$ cat config.mk
export PLATFORM = sky130hd
export DESIGN_NAME = cd_link_top
export DESIGN_NICKNAME = d
export VERILOG_FILES = /design/src/verilog/cd_link_pkg.sv /design/src/verilog/cd_link_top.sv /design/src/verilog/cd_msg_rx.sv /design/src/verilog/cd_msg_tx.sv /design/src/verilog/cd_sector_unpack.sv
export SDC_FILE = /design/constraint.sdc
export NUM_CORES = 1
export LEC_CHECK = 0
export ABC_AREA = 1
export BUFFER_PORTS_ARGS = -buffer_cell sky130_fd_sc_hd__buf_4
export CORE_AREA = 4 4 144 146
export DETAILED_ROUTE_END_ITERATION = 16
export DIE_AREA = 0 0 148 150
export PLACE_DENSITY = 0.74
export SLEW_MARGIN = 20
export SYNTH_ARGS = -nofsm -noshare
export SYNTH_HDL_FRONTEND = slang
export SYNTH_SLANG_ARGS = --single-unit
export TNS_END_PERCENT = 30
$ cat constraint.sdc
create_clock -name clk_sys -period 16.4 [get_ports clk_sys]
set_input_delay 3.28 -clock clk_sys [delete_from_list [all_inputs] [get_ports clk_sys]]
set_output_delay 3.28 -clock clk_sys [all_outputs]
set_load 0.02 [all_outputs]
$ cat src/verilog/cd_link_pkg.sv
// Message kinds, unpacker states, payload widths and host message structs
`default_nettype none

package cd_link_pkg;

	//////////////////////////////////////////////////////////////////////
	// Widths
	//////////////////////////////////////////////////////////////////////

	// Command block from the CD controller
	localparam int CMD_W = 96;

	// Data-out block, sits in the low bits of the payload
	localparam int DOUT_W = 80;

	// Sector length field in the download header word
	localparam int LEN_W = 15;

	//////////////////////////////////////////////////////////////////////
	// Outbound message kinds
	//////////////////////////////////////////////////////////////////////

	// Bit 15 of a command kind carries the fast seek flag
	typedef enum logic [15:0] {
		MSG_COMMAND = 16'h0000,
		MSG_DATAOUT = 16'h0001,
		MSG_RESET   = 16'h00FF
	} msg_kind_e;

	// Core to host, new message on every toggle change
	typedef struct packed {
		logic              toggle;
		msg_kind_e         kind;
		logic [CMD_W-1:0]  payload;
	} host_msg_t;

	// Host to core
	typedef struct packed {
		logic        toggle;
		logic        is_dataout;
		logic [7:0]  stat;
		logic [7:0]  msg;
	} host_reply_t;

	//////////////////////////////////////////////////////////////////////
	// Sector download unpacker
	//////////////////////////////////////////////////////////////////////

	typedef enum logic [1:0] {
		UNP_HEADER,
		UNP_DATA,
		UNP_STROBE,
		UNP_GAP
	} unpack_state_e;

endpackage

`default_nettype wire

$ cat src/verilog/cd_link_top.sv
// CD link top level with message bridge and sector download unpacker
`timescale 1ns/1ps
`default_nettype none

module cd_link_top
	import cd_link_pkg::*;
#(
	parameter int CNT_W = 8
) (
	input  logic              clk_sys,
	input  logic              reset,

	// Core side requests
	input  logic              cmd_send,
	input  logic [CMD_W-1:0]  cmd_data,
	input  logic              dout_send,
	input  logic [DOUT_W-1:0] dout_data,
	input  logic              drive_reset_req,
	input  logic              fast_seek,

	// Host message link
	output host_msg_t         host_out,
	input  host_reply_t       host_in,

	// Core side replies
	output logic [7:0]        drive_stat,
	output logic [7:0]        drive_msg,
	output logic              stat_get,
	output logic              dout_req,
	output logic [CNT_W-1:0]  stat_cnt,
	output logic [CNT_W-1:0]  comm_cnt,

	// Sector download
	input  logic              dl_active,
	input  logic              dl_wr,
	input  logic [15:0]       dl_word,
	output logic [7:0]        cd_byte,
	output logic              cd_byte_wr,
	output logic              data_mode
);

	logic cmd_sent;

	cd_msg_tx u_msg_tx (
		.clk_sys         (clk_sys),
		.reset           (reset),
		.cmd_send        (cmd_send),
		.cmd_data        (cmd_data),
		.dout_send       (dout_send),
		.dout_data       (dout_data),
		.drive_reset_req (drive_reset_req),
		.fast_seek       (fast_seek),
		.host_out        (host_out),
		.cmd_sent        (cmd_sent)
	);

	cd_msg_rx #(
		.CNT_W (CNT_W)
	) u_msg_rx (
		.clk_sys    (clk_sys),
		.reset      (reset),
		.host_in    (host_in),
		.cmd_sent   (cmd_sent),
		.drive_stat (drive_stat),
		.drive_msg  (drive_msg),
		.stat_get   (stat_get),
		.dout_req   (dout_req),
		.stat_cnt   (stat_cnt),
		.comm_cnt   (comm_cnt)
	);

	cd_sector_unpack u_sector_unpack (
		.clk_sys    (clk_sys),
		.reset      (reset),
		.dl_active  (dl_active),
		.dl_wr      (dl_wr),
		.dl_word    (dl_word),
		.cd_byte    (cd_byte),
		.cd_byte_wr (cd_byte_wr),
		.data_mode  (data_mode)
	);

endmodule

`default_nettype wire

$ cat src/verilog/cd_msg_rx.sv
// Inbound CD message capture, status and data-out request pulses, message counters
`timescale 1ns/1ps
`default_nettype none

module cd_msg_rx
	import cd_link_pkg::*;
#(
	parameter int CNT_W = 8
) (
	input  logic             clk_sys,
	input  logic             reset,

	input  host_reply_t      host_in,
	input  logic             cmd_sent,

	output logic [7:0]       drive_stat,
	output logic [7:0]       drive_msg,
	output logic             stat_get,
	output logic             dout_req,
	output logic [CNT_W-1:0] stat_cnt,
	output logic [CNT_W-1:0] comm_cnt
);

	logic toggle_q;
	logic new_reply;

	// Host marks a new reply by flipping its toggle
	assign new_reply = host_in.toggle != toggle_q;

	//////////////////////////////////////////////////////////////////////
	// Control and counters
	//////////////////////////////////////////////////////////////////////

	always_ff @(posedge clk_sys) begin
		stat_get <= 1'b0;
		dout_req <= 1'b0;
		if (reset) begin
			toggle_q <= 1'b0;
			stat_cnt <= '0;
			comm_cnt <= '0;
		end else begin
			if (new_reply) begin
				toggle_q <= host_in.toggle;
				stat_get <= ~host_in.is_dataout;
				dout_req <= host_in.is_dataout;
				stat_cnt <= stat_cnt + 1'b1;
			end

			// Counters wrap
			if (cmd_sent) begin
				comm_cnt <= comm_cnt + 1'b1;
			end
		end
	end

	// Status bytes
	always_ff @(posedge clk_sys) begin
		if (!reset && new_reply) begin
			drive_stat <= host_in.stat;
			drive_msg  <= host_in.msg;
		end
	end

endmodule

`default_nettype wire

$ cat src/verilog/cd_msg_tx.sv
// Outbound CD message builder with request edge detection and priority
`timescale 1ns/1ps
`default_nettype none

module cd_msg_tx
	import cd_link_pkg::*;
(
	input  logic              clk_sys,
	input  logic              reset,

	// Core requests, levels
	input  logic              cmd_send,
	input  logic [CMD_W-1:0]  cmd_data,
	input  logic              dout_send,
	input  logic [DOUT_W-1:0] dout_data,
	input  logic              drive_reset_req,
	input  logic              fast_seek,

	// To host
	output host_msg_t         host_out,
	output logic              cmd_sent
);

	logic cmd_send_q;
	logic dout_send_q;
	logic drive_reset_q;

	logic cmd_rise;
	logic dout_rise;
	logic drive_reset_rise;

	// Only the first sampled high level of each request counts
	assign cmd_rise         = cmd_send & ~cmd_send_q;
	assign dout_rise        = dout_send & ~dout_send_q;
	assign drive_reset_rise = drive_reset_req & ~drive_reset_q;

	always_ff @(posedge clk_sys) begin
		if (reset) begin
			cmd_send_q    <= 1'b0;
			dout_send_q   <= 1'b0;
			drive_reset_q <= 1'b0;
		end else begin
			cmd_send_q    <= cmd_send;
			dout_send_q   <= dout_send;
			drive_reset_q <= drive_reset_req;
		end
	end

	//////////////////////////////////////////////////////////////////////
	// Message build
	//////////////////////////////////////////////////////////////////////

	// Command wins over data-out, data-out over reset
	// Lower edges on the same clock are dropped
	always_ff @(posedge clk_sys) begin
		cmd_sent <= 1'b0;
		if (reset) begin
			host_out.toggle <= 1'b0;
		end else if (cmd_rise) begin
			host_out.payload <= cmd_data;
			host_out.kind    <= msg_kind_e'(MSG_COMMAND | {fast_seek, 15'd0});
			host_out.toggle  <= ~host_out.toggle;
			cmd_sent         <= 1'b1;
		end else if (dout_rise) begin
			// Upper payload bits keep whatever the last command left
			host_out.payload[DOUT_W-1:0] <= dout_data;
			host_out.kind                <= MSG_DATAOUT;
			host_out.toggle              <= ~host_out.toggle;
		end else if (drive_reset_rise) begin
			host_out.kind   <= MSG_RESET;
			host_out.toggle <= ~host_out.toggle;
		end
	end

endmodule

`default_nettype wire

$ cat src/verilog/cd_sector_unpack.sv
// Sector download unpacker with header parse and word to byte write sequencing
`timescale 1ns/1ps
`default_nettype none

module cd_sector_unpack
	import cd_link_pkg::*;
(
	input  logic        clk_sys,
	input  logic        reset,

	// Download stream from host
	input  logic        dl_active,
	input  logic        dl_wr,
	input  logic [15:0] dl_word,

	// Byte writes to the core
	output logic [7:0]  cd_byte,
	output logic        cd_byte_wr,
	output logic        data_mode
);

	unpack_state_e    state;

	logic             dl_active_q;
	logic             dl_start;
	logic [15:0]      word_q;
	logic [LEN_W-1:0] len_q;
	logic [LEN_W-1:0] byte_cnt;
	logic             byte_sel;
	logic             len_left;
	logic             word_take;

	assign dl_start = dl_active & ~dl_active_q;
	assign len_left = byte_cnt < len_q;

	// A new word is taken in DATA, or right in the last gap of the previous word
	// so that words four cycles apart are never lost
	assign word_take = dl_active & dl_wr & len_left &
		((state == UNP_DATA) | ((state == UNP_GAP) & byte_sel));

	// Low byte first
	assign cd_byte = byte_sel ? word_q[15:8] : word_q[7:0];

	//////////////////////////////////////////////////////////////////////
	// FSM
	//////////////////////////////////////////////////////////////////////

	always_ff @(posedge clk_sys) begin
		if (reset) begin
			state       <= UNP_HEADER;
			dl_active_q <= 1'b0;
			cd_byte_wr  <= 1'b0;
			byte_cnt    <= '0;
			byte_sel    <= 1'b0;
			data_mode   <= 1'b0;
		end else begin
			dl_active_q <= dl_active;

			if (dl_start) begin
				// New download always starts with a header
				state      <= UNP_HEADER;
				cd_byte_wr <= 1'b0;
				byte_cnt   <= '0;
				byte_sel   <= 1'b0;
			end else begin
				case (state)
					UNP_HEADER: begin
						if (dl_active && dl_wr) begin
							data_mode <= dl_word[15];
							byte_cnt  <= '0;
							state     <= UNP_DATA;
						end
					end

					UNP_DATA: begin
						if (word_take) begin
							byte_sel <= 1'b0;
							state    <= UNP_STROBE;
						end
					end

					UNP_STROBE: begin
						cd_byte_wr <= 1'b1;
						byte_cnt   <= byte_cnt + 1'b1;
						state      <= UNP_GAP;
					end

					UNP_GAP: begin
						cd_byte_wr <= 1'b0;
						if (word_take) begin
							byte_sel <= 1'b0;
							state    <= UNP_STROBE;
						end else if (!byte_sel && len_left) begin
							// High byte of the same word
							byte_sel <= 1'b1;
							state    <= UNP_STROBE;
						end else begin
							state <= UNP_DATA;
						end
					end

					default: begin
						state <= UNP_HEADER;
					end
				endcase
			end
		end
	end

	//////////////////////////////////////////////////////////////////////
	// Header length and data word
	//////////////////////////////////////////////////////////////////////

	always_ff @(posedge clk_sys) begin
		if (!dl_start && state == UNP_HEADER && dl_active && dl_wr) begin
			len_q <= dl_word[LEN_W-1:0];
		end
		if (!dl_start && word_take) begin
			word_q <= dl_word;
		end
	end

endmodule

`default_nettype wire
After elaboration in Yosys (flattened, before gate mapping)
Cells that the tools add are included.
- bits in registers: 197
- latch bits: 0
- memory bits (writable): 0
- bits in read-only memories: 0
- input port bits: 218
- output and inout bits: 157
- word-level logic and storage cells: 99
- memories: 0
- add/sub/neg operators: 3
- multiply operators: 0
- div/mod/pow operators: 0
- order comparisons: 1
- equality and inequality tests: 7
- shifts and indexed selects: 0
- muxes and demuxes: 19
- bitwise operators: 18
- reduce and logical (&&, ||, !) cells: 26
- operator list (kind ; count):
    $mux 80 ; 2
    $mux 17 ; 3
    $pmux 15 s2 ; 1
    $add 8x1->8 const B ; 2
    $add 15x1->15 const B ; 1
    $lt 15x15->1 ; 1
    $mux 15 ; 1
    $reduce_and 2->1 ; 5
    $not 1->1 ; 9
    $and 1x1->1 ; 8
    $mux 2 ; 4
    $mux 8 ; 1
    $pmux 2 s4 ; 1
    $reduce_bool 2->1 ; 4
    $logic_and 1x1->1 ; 7
    $reduce_and 3->1 ; 2
    $reduce_or 2->1 ; 3
    $eq 2x2->1 const B ; 2
    $mux 1 ; 4
    $ne 2x1->1 const B ; 2
    $pmux 1 s2 ; 2
    $logic_not 1->1 ; 3
    $ne 3x2->1 const B ; 1
    $reduce_bool 3->1 ; 1
    4 further kinds ; 4

Depth between registers and ports, before layout
Gate-level depths: netlist of run 1.
- word-level depth: 6
- gate-level depth with buffers: 16
- mapped depth without buffers: 16

Hierarchy
Synthesis of run 1 repeated with hierarchy kept, for this count alone.
- cell total of the unflattened synthesis: 829
- area total of the unflattened synthesis: 8260.4 sq um
- modules (own cells, without submodules) (module ; instances ; cells an instance ; area each (sq um) ; sequential area each (sq um)):
    cd_msg_tx ; 1 ; 411 ; 4436.8 ; 3072.9
    cd_sector_unpack ; 1 ; 278 ; 2482.4 ; 1351.3
    cd_msg_rx ; 1 ; 140 ; 1341.3 ; 860.8

Least setup slack after synthesis of run 1
No wires, ideal clock.
- kind: input -> register
- from: in cmd_send
- to: reg u_msg_tx.host_out[0] (netlist name)
- arrival: 7093 ps
- setup slack: 8787 ps
- cell stages on the path: 6
- path buffers: 1
- path through: inv_1 or2_1 clkbuf_1 o21ai_1 inv_1 nor2_1
- word-level cells in the longest chain between the ends: 3
- ends and longest elaborated chain (item ; line ; text):
    start, declared ; cd_link_top.sv:14 ; input logic cmd_send,
    $and 1x1->1 ; cd_msg_tx.sv:33 ; assign cmd_rise = cmd_send & ~cmd_send_q;
    $reduce_bool 2->1 (no source line) ; -- ;
    $reduce_and 2->1 (no source line) ; -- ;
No other way between the ends.
A chain may end at the register's enable or synchronous reset.

Worst setup path after layout of run 1
- from: reg u_sector_unpack.byte_sel
- to: out cd_byte[1]
- word-level cells in the longest chain between the ends: 1
- ends and longest elaborated chain (item ; line ; text):
    start, declared ; cd_sector_unpack.sv:29 ; logic byte_sel;
    start signal, assigned ; cd_sector_unpack.sv:54 ; byte_sel <= 1'b0;
    start signal, assigned ; cd_sector_unpack.sv:64 ; byte_sel <= 1'b0;
    start signal, assigned ; cd_sector_unpack.sv:77 ; byte_sel <= 1'b0;
    $mux 8 ; cd_sector_unpack.sv:42 ; assign cd_byte = byte_sel ? word_q[15:8] : word_q[7:0];
    end, declared ; cd_link_top.sv:37 ; output logic [7:0] cd_byte,
No other way between the ends.

==> flow_results.org, run 1 <==
** Status
- The flow ran to the end, and the final reports show no timing, DRC or antenna violations.

** Logic synthesis
- Synthesis produced 630 cells.
- Netlist Area Pre-Place :: 8010 um2
- Dominant register cell in the synthesized netlist :: sky130_fd_sc_hd__edfxtp_1
- Fraction of post-synthesis cell area in the top cell type by area :: 54.7%
- Seq/Total Area, Yosys :: 66.0%
- After synthesis, the share of flip-flops with an asynchronous set or reset is 0%.
- Post-synth top area cell :: sky130_fd_sc_hd__edfxtp_1
- Leading cell types by total area after synthesis :: sky130_fd_sc_hd__edfxtp_1 55%, sky130_fd_sc_hd__dfxtp_1 11%, sky130_fd_sc_hd__mux2_1 7.3%
- Mean post-synth cell area :: 12.7 um2
- Warnings, synthesis :: 0
- Number of enable-type register cells in the synthesized netlist :: 146
- Synthesis inferred 191 register bits.
- Number of distinct standard cells referenced by the synthesized netlist :: 35

** Floorplanning
- The total area inside the core boundary comes to 19400 um2.
- The die covers 22200 um2.
- Rows :: 51
- Initial core utilization :: 41.3%
- Top-Level Pins :: 375
- The die is 148 um wide.
- Height of the die :: 150 um

** Clock tree
- Max H-tree Level :: 4
- Clock-pin slew was measured on the worst setup and hold paths at 0.07 ns.
- CTS Hold Buffers Added :: 0
- Number of gates resized after CTS :: 0
- Clock tree synthesis inserted a total of 17 buffers.
- Post-CTS timing repair inserted 0 buffers for setup.
- TritonCTS clock tree :: built
- No sink is reached through more buffers than the 2 on the longest clock path.
- The tree is rooted in a sky130_fd_sc_hd__clkbuf_16.
- At the later pin of the worst-skew pair, clock insertion delay measures 0.43 ns.
- For this design, the sink count on the clock tree is 191.

** Critical path
- In this run the worst setup path begins at u_sector_unpack.byte_sel$_SDFFE_PP0P_.
- STA classifies the critical path endpoint as an output pin.
- Startpoint of the worst-slack reg-to-reg timing path :: u_msg_tx.cmd_send_q$_SDFF_PP0_
- The critical path ends at cd_byte[1].
- In this run the register-to-register setup slack is 14.11 ns.
- The worst setup path is launched from a flop.
- Maximum fanout count along the critical path :: 10
- Worst setup path class :: flop to output pin
- Data on the critical path arrives at its endpoint at 1.86 ns.
- Cell count of the worst reg-to-reg path :: 5
- In this run the critical register-to-register path is captured at u_msg_tx.host_out[54]$_DFFE_PP_.
- Data on the critical path is required at its endpoint by 13.12 ns.

** Placement
- Detailed placement finished with a half-perimeter wire length of 18800 um.
- The congestion estimate from routability-driven global placement came to 0.855.
- Port buffering added 367 buffers.
- Area after DPL :: 11000 um2

** Routing
- The routed layout has 5935 vias.
- First-pass DRT Iterations :: 5
- Iteration-0 DRC Markers :: 256
- In the final routed layout, each cell accounts on average for 18.5 um.
- Antenna Nets Post-Route :: 0
- Using the TritonRoute via totals, the vias-per-cell ratio works out to 4.65.
- Total DRC errors in the routed layout :: 0
- The final layout contains routed wiring with a total length of 23700 um.

** Cells and area
- The number of antenna diodes in the final layout is 0.
- Relative to the synthesized area, the layout overhead comes to 44.3%.
- Most common library cell in the layout ignoring fill and taps :: sky130_fd_sc_hd__buf_4
- Fraction of final layout cells sized beyond drive strength 1 :: 44.2%
- The top cell types in the final layout, fill and taps aside, are 373 x sky130_fd_sc_hd__buf_4, 146 x sky130_fd_sc_hd__edfxtp_1, 96 x sky130_fd_sc_hd__nand2_1.
- At the end of the flow, the number of nets in the layout was 1233.
- The finished cells cover 11600 um2.

** GRT
- The via count of the first global-routing pass is 6130.
- The total overflow left after global routing is 0.
- Antenna violations before repair :: 3
- Pin count of the biggest net entering global routing :: 85
- Highest-utilization routing layer at the global route stage :: met2
- The first global-routing pass estimated 34300 um of wire.
- Routing usage on met3 :: 7.84%
- In the global route stage, met1 resource usage came out at 21.4%.
- Total Routing Usage GR :: 20.6%
- Met2 usage in global routing :: 38.3%

** Power
- Clock power share :: 37.3%
- Summed over all nets, the switching power comes to 0.000281 W.
- Combinational power share :: 13.1%
- The internal power of the cells totals 0.000840 W.
- Switching Share :: 25.0%
- The analysis attributes to cell leakage a power of 4.98 nW.
- Sequential share of power :: 49.6%
- Dividing total power by cell area gives a power density of 96.9 nW/um2.
- Maximum vdd drop :: 0.0683 mV

** STA
- Minimum hold slack :: 0.469 ns
- The final count of pins violating max slew is 0.
- Setup violations remaining at the end of the flow were counted as 0.
- At the pin with the least slew margin, the transition time is 1.13 ns.
- Ratio of final minimum period to clock period :: 31.3%
- Achievable frequency :: 0.195 GHz
- For the finished layout, the period the worst path requires is 5.14 ns.
- Fin. Hold Viols :: 0
- Unrepaired setup endpoints after global routing :: no
- Adding up every negative setup slack in the final design gives 0 ns.
- Largest clock skew in the final design :: 0.00895 ns
- Headroom to the max-slew limit came out at 24.5%.

** Job
- Number of max-capacitance violations reported :: 0

** Worst hold path
- In this run the most critical hold path is launched from u_msg_tx.host_out[112]$_SDFFE_PP0N_.
- In this run the worst hold path is classified as flop to flop.
[sequential cells by signal, indices dropped and copies added (netlist names), 2 cells and up]
register	flops
u_sector_unpack.word_q	16
u_msg_rx.drive_msg	8
u_sector_unpack.state	2
u_msg_rx.drive_stat	8
u_msg_tx.host_out	100
u_msg_rx.comm_cnt	8
u_msg_rx.stat_cnt	8
u_sector_unpack.len_q	15
u_sector_unpack.byte_cnt	15
[critical path: stages, from the launching register on]
cell	delay, ns
sky130_fd_sc_hd__dfxtp_1	0.59
sky130_fd_sc_hd__clkinv_1	0.44
sky130_fd_sc_hd__nand2_1	0.15
sky130_fd_sc_hd__nand2_1	0.09
sky130_fd_sc_hd__buf_4	0.17
[power by group through the flow]
stage	Clock [W]	Sequential (W)	Combinational (W)
2_1_floorplan	0	0.000591	0.0000443
3_3_place_gp	0	0.000566	0.000145
3_5_place_dp	0	0.000567	0.000148
4_1_cts	0.000427	0.000556	0.000149
5_1_grt	0.000446	0.000558	0.000157
6_report	0.000418	0.000556	0.000147
[Yosys cell counts (14+ instances only)]
cell / count
sky130_fd_sc_hd__a21oi_1: 37
sky130_fd_sc_hd__buf_4: 14
sky130_fd_sc_hd__dfxtp_1: 45
sky130_fd_sc_hd__edfxtp_1: 146
sky130_fd_sc_hd__ha_1: 17
sky130_fd_sc_hd__inv_1: 67
sky130_fd_sc_hd__mux2_1: 52
sky130_fd_sc_hd__mux2_2: 28
sky130_fd_sc_hd__nand2_1: 96
sky130_fd_sc_hd__nand3_1: 17
sky130_fd_sc_hd__nor2_1: 34
sky130_fd_sc_hd__o21ai_0: 19
[worst min-delay path by stage]
stage	end	slack (ns)	depth (start not counted)
finish	u_msg_tx.host_out[112]$_SDFFE_PP0N_	0.47	1
global route	u_msg_tx.host_out[112]$_SDFFE_PP0N_	0.49	1
CTS	u_msg_tx.host_out[112]$_SDFFE_PP0N_	0.47	1
detailed placement	u_msg_tx.host_out[112]$_SDFFE_PP0N_	0.46	1
global placement	u_msg_tx.host_out[112]$_SDFFE_PP0N_	0.44	1
floorplan	u_sector_unpack.byte_cnt[12]$_SDFFE_PP0P_	0.46	2
[metrics by stage]
| step | power [W] | util (%) | instances | setup slack [ns] |
|---|---|---|---|---|
| after floorplan | 0.000635 | - | 636 | 8.79 |
| after global placement | 0.000712 | 56.5 | 1244 | 11.04 |
| final | 0.00112 | 59.6 | 1276 | 11.26 |
| after global routing | 0.00116 | 59.6 | 1276 | 11.04 |
| after detailed placement | 0.000715 | 56.5 | 1244 | 11.03 |
| after CTS | 0.00113 | 59.6 | 1276 | 11.19 |
[cell families after synthesis]
kind of cell / count (synthesis) / share of synthesized area (%)
flops: 191 / 66.0
simple gates: 176 / 9.68
buf+inv: 98 / 5.89
mux: 80 / 11.2
compound gates: 67 / 4.50
fa+ha+maj: 17 / 2.66
other cells: 1 / 0.0468
[layer usage]
| layer | share of wire, % | up-vias |
|---|---|---|
| met2 | 55 | 212 |
| met3 | 8.3 | 30 |
| met1 | 34 | 2775 |
| li1 | - | 2912 |
| met4 | 2.1 | 6 |
| met5 | 0.13 | - |
[layout make-up]
| type | instances | area (um2) |
|---|---|---|
| clock buffers | 18 | 429 |
| clock inverters | 14 | 166 |
| fillers | 1618 | 7840 |
| inverters | 68 | 255 |
| multi-input cells | 347 | 2290 |
| flip-flops and latches | 191 | 5290 |
| well taps | 265 | 332 |
| repair buffers | 373 | 2800 |
(Power assumes the default switching activity.)
==> run 2: changes to the inputs <==
- PLACE_DENSITY: 0.74 -> 0.77
- clock period: 16.4 -> 4.2 ns (I/O delays scaled with it)
==> run 2 against run 1 <==
Routed wire length is 1.0% higher. Design area up 0.23%. Clock skew is 0.0033 ns higher. Non-clock buffer count down 1. Critical path type unchanged. Largest cell class unchanged.
==> flow_results.org, run 2 (synthesized netlist as in run 1, its figures left out) <==
** Worst hold path
- Hold Path Class :: flop to flop
- Startpoint of the worst hold path :: u_msg_rx.comm_cnt[7]$_SDFFE_PP0P_

** Critical path
- The worst register-to-register path begins at u_sector_unpack.byte_cnt[6]$_SDFFE_PP0P_.
- Slowest cell on crit path :: sky130_fd_sc_hd__dfxtp_1
- CP arrival :: 1.86 ns
- Critical path, cell by cell :: clkinv_1 > nand2_1 > nand2_1 > buf_4
- Worst path top cell family by delay :: buffers and inverters
- Worst setup path class :: flop to output pin
- The cell that appears most often on the critical path is sky130_fd_sc_hd__nand2_1.
- In this design, the stage delay of the slowest critical-path cell is 0.58 ns.
- Element type at the critical path end :: output pin
- Launch point of the worst path :: u_sector_unpack.byte_sel$_SDFFE_PP0P_
- Required time of the critical path :: 3.36 ns
- Bufs and invs on worst path :: 2
- Maximum fanout count along the critical path :: 10
- STA classifies the critical path startpoint as a flop.

** GRT
- The number of antenna violations at the first check in global routing is 1.
- Pin count of the biggest net entering global routing :: 73
- Total overflow reported by the global router :: 0
- The via count of the first global-routing pass was 6139.
- First-pass GRT wire length :: 34400 um
- Total Routing Usage GR :: 20.9%

** Routing
- After detailed routing, the average wire length per cell comes to 18.7 um.
- Vias per std cell :: 4.73
- Iteration-0 DRC Markers :: 317
- Antenna Nets Post-Route :: 0
- The routed layout has 6034 vias.
- After detailed routing, the total wire length is 23900 um.
- After detailed routing, the number of remaining DRC violations is 0.
- The pre-antenna-repair detailed-routing pass consisted of 4 iterations.

** Cells and area
- Flip-flop count of the largest register, all copies and words added :: 100
- Summing all multi-input logic gate instances after layout gives 2290 um2.
- Number of fill cells in the layout :: 1639
- The post-route netlist has 44.4% of its cells at a drive strength greater than 1.
- Leaving out fill and tap cells, the most frequent cell in the layout is sky130_fd_sc_hd__buf_4.
- Registers with the highest flip-flop counts :: u_msg_tx.host_out: 100 flops, u_sector_unpack.word_q: 16 flops
- Count of nets after finishing :: 1232
- Most used cells in the layout excluding fill and tap cells :: 371 x sky130_fd_sc_hd__buf_4, 146 x sky130_fd_sc_hd__edfxtp_1, 96 x sky130_fd_sc_hd__nand2_1
- Across the whole layout, storage elements account for 5290 um2.
- The register with the most flip-flops in the final layout is u_msg_tx.host_out.
- Area growth syn-to-layout :: 44.6%

** Clock tree
- Clock insertion delay at the later pin of the skew report :: 0.43 ns
- Root Driver :: sky130_fd_sc_hd__clkbuf_16
- After clock tree synthesis, the clock-pin slew on the worst setup and hold paths is 0.07 ns.
- CTS Hold Buffers Added :: 0
- Max H-tree Level :: 4
- TritonCTS clock tree :: built
- In this run, CTS created clock tree buffers numbering 17.
- Number of gates resized after CTS :: 0
- TritonCTS Sinks :: 191
- CTS max path bufs :: 2
- Once the clock tree was built, the setup fixing pass inserted 0 buffers.

** Placement
- HPWL after DPL :: 19100 um
- Global placer's final weighted congestion :: 0.860
- Buffers on Ports :: 367
- Worst setup slack before clock tree synthesis :: 1.46 ns

** STA
- Least-Margin Pin Slew :: 0.966 ns
- In the post-route analysis, the smallest setup slack over all paths is 1.50 ns.
- Setup violations remaining at the end of the flow were counted as 0.
- Summed over all failing endpoints, the final setup total negative slack is 0 ns.
- Setup repair after global routing left no endpoint under its margin.
- Number of pins with negative max-slew slack in the final report :: 0
- Worst rel slew slack :: 35.6%
- Based on the critical path, the design can be clocked at up to 0.370 GHz.
- Fin. Hold Viols :: 0
- Ratio of final minimum period to clock period :: 64.4%
- Minimum hold slack :: 0.468 ns
- Clock period minus worst slack :: 2.70 ns
- Largest clock skew in the final design :: 0.0122 ns

** Power
- Pwr dens :: 380 nW/um2
- In this run the static leakage power is 4.99 nW.
- Across the VDD grid, the largest voltage drop is 0.262 mV.

** Floorplanning
- Initial core utilization :: 41.3%
- Rows :: 51
- 375 I/O pins were placed.
- Core area :: 19400 um2
- From left edge to right edge, the die measures 148 um.
- The die covers 22200 um2.
- In this run the vertical extent of the chip is 150 um.

** Job
- Number of max-capacitance violations reported :: 0

** Status
- The flow ran to the end, and the final reports show no timing, DRC or antenna violations.
run 2: changes by cell type in the layout (fill, tap and decap cells not counted), sizes merged:
| cell | previous run | this run |
|---|---|---|
| buf | 373 | 372 |
| clkbuf | 18 | 17 |
| clkinvlp | 0 | 1 |
| inv | 75 | 76 |
| clkinv | 6 | 5 |
| diode | 0 | 1 |
run 2: final timing paths:
| kind | end | slack (ns) | cells after the start |
|---|---|---|---|
| max reg2reg | u_sector_unpack.word_q[3]$_DFFE_PP_ | 1.84 | 9 |
| max | cd_byte[7] | 1.50 | 4 |
| min | u_msg_rx.comm_cnt[7]$_SDFFE_PP0P_ | 0.47 | 2 |
| min reg2reg | u_msg_rx.comm_cnt[7]$_SDFFE_PP0P_ | 0.47 | 2 |
run 2: report_power, final:
group / switching, W / leakage, nW / internal [W]
clock network: 0.000795 / 0.297 / 0.000863
registers: 0.0000313 / 1.73 / 0.00214
logic: 0.000288 / 2.96 / 0.000288
run 2: per-layer routing:
| metal | track usage [%] | vias up | wire length [um] |
|---|---|---|---|
| li1 | - | 2905 | - |
| met4 | 9.19 | 0 | 916 |
| met5 | 0 | - | 0 |
| met1 | 21.1 | 2849 | 8030 |
| met3 | 7.90 | 42 | 1980 |
| met2 | 38.4 | 238 | 13000 |
run 2: worst min-delay path, stage by stage (launching register included):
cell                      delay, ns
sky130_fd_sc_hd__dfxtp_1       0.31
sky130_fd_sc_hd__inv_1         0.06
sky130_fd_sc_hd__a21oi_1       0.05
run 2: area by class of cell:
cell class,count,share of cell area [%]
diodes,1,0.0216
flip-flops and latches,191,45.6
multi-input cells,347,19.8
clock buffers,17,3.67
clock inverters,15,1.61
inverters,68,2.20
repair buffers,372,24.2
well taps,265,2.86
run 2: stage by stage:
| step | util, % | area [um2] | power (W) | std cells |
|---|---|---|---|---|
| after floorplan | - | 8040 | 0.00248 | 636 |
| after global placement | 56.5 | 11000 | 0.00278 | 1243 |
| after detailed placement | 56.5 | 11000 | 0.00279 | 1243 |
| after CTS | 59.7 | 11600 | 0.00444 | 1275 |
| after global routing | 59.7 | 11600 | 0.00456 | 1276 |
| final | 59.7 | 11600 | 0.00440 | 1276 |
==> run 3: changes to the inputs <==
- ABC_AREA: 1 -> 0
- CORE_AREA: 4 4 144 146 -> 4 4 143 145
- DIE_AREA: 0 0 148 150 -> 0 0 147 149
- PLACE_DENSITY: 0.77 -> 0.74
- clock period: 4.2 -> 2.8 ns (I/O delays scaled with it)
==> run 3 against run 2 <==
First-iteration DRC count down 33%. Final cell count shrank 6.4%. Critical path type is now flop to flop. Combinational power up 57%. Highest routed layer is now met5. Sequential share of layout area is 0.20 points higher. Largest cell class unchanged. Clock power grew 39%.
==> flow_results.org, run 3 <==
** Routing
- Using the TritonRoute via totals, the vias-per-cell ratio works out to 4.75.
- The routed design has 23400 um of wire.
- The count of nets left with antenna violations once routing finished came out at 0.
- Dividing the detail-routed wire length by the instance count gives 19.6 um.
- Iteration-0 DRC Markers :: 212
- Total DRC errors in the routed layout :: 0
- Summing over every cut layer, the via total after detailed routing is 5667.
- The first detailed-routing pass took 5 iterations.

** Cells and area
- Count of nets after finishing :: 1149
- Registers with the highest flip-flop counts :: u_msg_tx.host_out: 100 flops, u_sector_unpack.word_q: 16 flops
- The area growth from synthesis to layout is 46.7%.
- The register with the most flip-flops in the layout has 100 of them.
- Share of the core filled with cells in the final layout :: 60.1%
- Summing all multi-input logic gate instances after layout gives 2370 um2.
- The layout has 1503 filler cells.
- Summing all flip-flop and latch instances after layout gives 5290 um2.
- Most common library cell in the layout ignoring fill and taps :: sky130_fd_sc_hd__buf_4
- Most used cells in the layout excluding fill and tap cells :: 379 x sky130_fd_sc_hd__buf_4, 146 x sky130_fd_sc_hd__edfxtp_1, 88 x sky130_fd_sc_hd__mux2_2
- Fraction of final layout cells sized beyond drive strength 1 :: 55.8%
- Register with the most flip-flops :: u_msg_tx.host_out

** Placement
- Buffers on Ports :: 367
- HPWL after DPL :: 18800 um
- Global placer's final weighted congestion :: 0.816
- Timing analysis after detailed placement gives a worst setup slack of 0.435 ns.

** Logic synthesis
- Number of enable-type register cells in the synthesized netlist :: 146
- Warnings, synthesis :: 0
- Post-synth top area cell :: sky130_fd_sc_hd__edfxtp_1
- Mean post-synth cell area :: 14.6 um2
- Yosys attributes the largest share of cell area to sky130_fd_sc_hd__edfxtp_1 56%, sky130_fd_sc_hd__mux2_2 13%, sky130_fd_sc_hd__dfxtp_1 11%.
- Summing the areas of all and, or, nand and nor instances in the mapped netlist gives 7.15% of the synthesized area.
- Fraction of post-synthesis cell area in the top cell type by area :: 55.8%
- Largest family of logic cells by synthesized area :: multiplexers
- Number of distinct standard cells referenced by the synthesized netlist :: 48
- Summing the areas of all fa, ha and maj instances in the mapped netlist gives 2.71% of the synthesized area.
- The most used flip-flop cell after synthesis is sky130_fd_sc_hd__edfxtp_1.
- Xor/xnor cell area share of the yosys netlist :: 1.66%
- Top-count cell post-synth :: sky130_fd_sc_hd__edfxtp_1
- Compound-gate portion of the synthesized area :: 4.97%
- The cell area that synthesis handed to floorplanning was 7860 um2.
- Multiplexer share of the synthesized area :: 13.0%
- Seq/Total Area, Yosys :: 67.2%
- Commonest cells in the synthesized netlist :: 146 x sky130_fd_sc_hd__edfxtp_1, 88 x sky130_fd_sc_hd__mux2_2, 45 x sky130_fd_sc_hd__dfxtp_1
- Gate count of the mapped netlist :: 538
- The synthesized design contains 191 register bits.
- FFs w/ async S/R, synth :: 0%

** Clock tree
- Gates resized during post-CTS repair numbered 0.
- The cell sitting at the root of the clock tree is a sky130_fd_sc_hd__clkbuf_16.
- CTS clock-pin slew for the worst setup and hold paths :: 0.07 ns
- At the later pin of the worst-skew pair, clock insertion delay measures 0.43 ns.
- CTS Hold Buffers Added :: 0
- CTS max path bufs :: 2
- In this run the post-CTS setup repair buffer count came out at 0.
- TritonCTS clock tree :: built
- TritonCTS Sinks :: 191
- The number of clock buffers added by TritonCTS is 17.
- The H-tree was split into 4 levels.

** Power
- Dividing total power by cell area gives a power density of 561 nW/um2.
- Leakage power of the design :: 4.83 nW
- Maximum vdd drop :: 0.389 mV

** Floorplanning
- Die area :: 21900 um2
- Height of the die :: 149 um
- After floorplanning, the core was sized to cover 19200 um2.
- Initial core utilization :: 40.9%
- Row generation in the floorplan step produced 51 rows.
- Horizontal die dimension :: 147 um
- Top-Level Pins :: 375

** Critical path
- Setup crit start kind :: flop
- Required time of the critical path :: 2.91 ns
- Along the worst path, the maximum fanout reaches 16.
- The setup path with the least slack is of type flop to flop.
- The worst setup path is captured at a flop.
- Data on the critical path arrives at its endpoint at 2.53 ns.

** STA
- Setup-violating endpoint count in the final report :: 0
- Largest clock skew in the final design :: 0.0112 ns
- After layout, the worst setup slack is 0.379 ns.
- The worst path in the final design needs a cycle of 2.42 ns, including I/O delays and setup.
- In the final timing run, aggregate negative setup slack is 0 ns.
- Based on the critical path, the design can be clocked at up to 0.413 GHz.
- Worst rel slew slack :: 53.0%
- Fin. Hold Viols :: 0
- The worst path uses 86.5% of the clock period.
- At the pin with the least slew margin, the transition time is 0.703 ns.
- Unrepaired setup endpoints after global routing :: no
- Number of pins with negative max-slew slack in the final report :: 0

** GRT
- Pin count of the biggest net entering global routing :: 83
- The first global-routing pass estimated 33800 um of wire.
- In the global route stage, overall resource usage came out at 20.7%.
- The number of antenna violations at the first check in global routing came to 3.
- Total overflow reported by the global router :: 0
- Vias in the first global route :: 5762

** Worst hold path
- Hold Path Class :: input pin to flop

** Status
- Outcome :: finished clean

** Job
- Number of max-capacitance violations reported :: 0
run 3: cell count changes in the layout (fill, tap and decap cells not counted), moves of 10 or more:
cell                      previous run  this run
sky130_fd_sc_hd__inv_1              67        21
sky130_fd_sc_hd__mux2_2             28        88
sky130_fd_sc_hd__a21oi_1            37        22
sky130_fd_sc_hd__nor2b_1             0        10
sky130_fd_sc_hd__xor2_1              0        10
sky130_fd_sc_hd__nand2_1            96        20
sky130_fd_sc_hd__mux2_1             52         0
run 3: layout make-up:
| type | count | area share, % |
|---|---|---|
| antenna | 2 | 0.0434 |
| sequential | 191 | 45.8 |
| tap | 265 | 2.87 |
| clock inverter | 14 | 1.06 |
| clock buffer | 18 | 3.81 |
| multi-input combinational | 301 | 20.5 |
| timing repair buffer | 382 | 25.2 |
| inverter | 21 | 0.683 |
run 3: critical path, cell delays in order (launching register included):
cell,delay (ns)
sky130_fd_sc_hd__dfxtp_1,0.47
sky130_fd_sc_hd__ha_1,0.29
sky130_fd_sc_hd__a21oi_1,0.12
sky130_fd_sc_hd__o21ai_0,0.12
sky130_fd_sc_hd__a2111oi_0,0.43
sky130_fd_sc_hd__o21ai_1,0.21
sky130_fd_sc_hd__nor3b_2,0.19
sky130_fd_sc_hd__buf_4,0.27
run 3: through the flow:
| step | instances | cell area [um2] | hold slack, ns | power (W) |
|---|---|---|---|---|
| floorplan | 544 | 7890 | 0.415 | 0.00371 |
| global placement | 1160 | 11000 | 0.463 | 0.00421 |
| detailed placement | 1160 | 11000 | 0.464 | 0.00423 |
| CTS | 1192 | 11500 | 0.264 | 0.00653 |
| global route | 1194 | 11500 | 0.268 | 0.00671 |
| finish | 1194 | 11500 | 0.285 | 0.00647 |
run 3: layer usage:
| metal | GRT usage [%] | vias up | part of all wire (%) | routed length [um] |
|---|---|---|---|---|
| met5 | 0 | - | 0.056 | 13 |
| met4 | 6.43 | 2 | 1.8 | 415 |
| met3 | 6.68 | 28 | 7.4 | 1740 |
| met1 | 24.3 | 2687 | 38 | 8790 |
| li1 | - | 2727 | - | - |
| met2 | 36.4 | 223 | 53 | 12500 |
run 3: kinds of logic (layout without fill, tap and decap cells):
kind of cell | after synthesis | count (layout)
other | 1 | 9
multiplexers | 91 | 91
buffers and inverters | 52 | 435
flip-flops | 191 | 191
XOR/XNOR | 14 | 14
AND/OR/NAND/NOR | 109 | 109
adder cells (fa/ha/maj) | 17 | 17
AO/OA/AOI/OAI | 63 | 63
run 3: where the power goes:
part	switching (W)	internal [W]
clock	0.00112	0.00120
sequential	0.0000489	0.00320
combinational	0.000439	0.000469
run 3: worst paths after layout:
path                                                  start                                      end  slack, ns  cells after the start
hold / removal                                  host_in[16]             u_msg_rx.stat_get$_SDFF_PN0_       0.28                      2
setup reg to reg  u_sector_unpack.byte_cnt[10]$_SDFFE_PP0P_      u_sector_unpack.word_q[5]$_DFFE_PP_       0.38                      7
hold reg to reg     u_sector_unpack.cd_byte_wr$_SDFFE_PP0P_  u_sector_unpack.cd_byte_wr$_SDFFE_PP0P_       0.47                      2
setup / recovery  u_sector_unpack.byte_cnt[10]$_SDFFE_PP0P_      u_sector_unpack.word_q[5]$_DFFE_PP_       0.38                      7
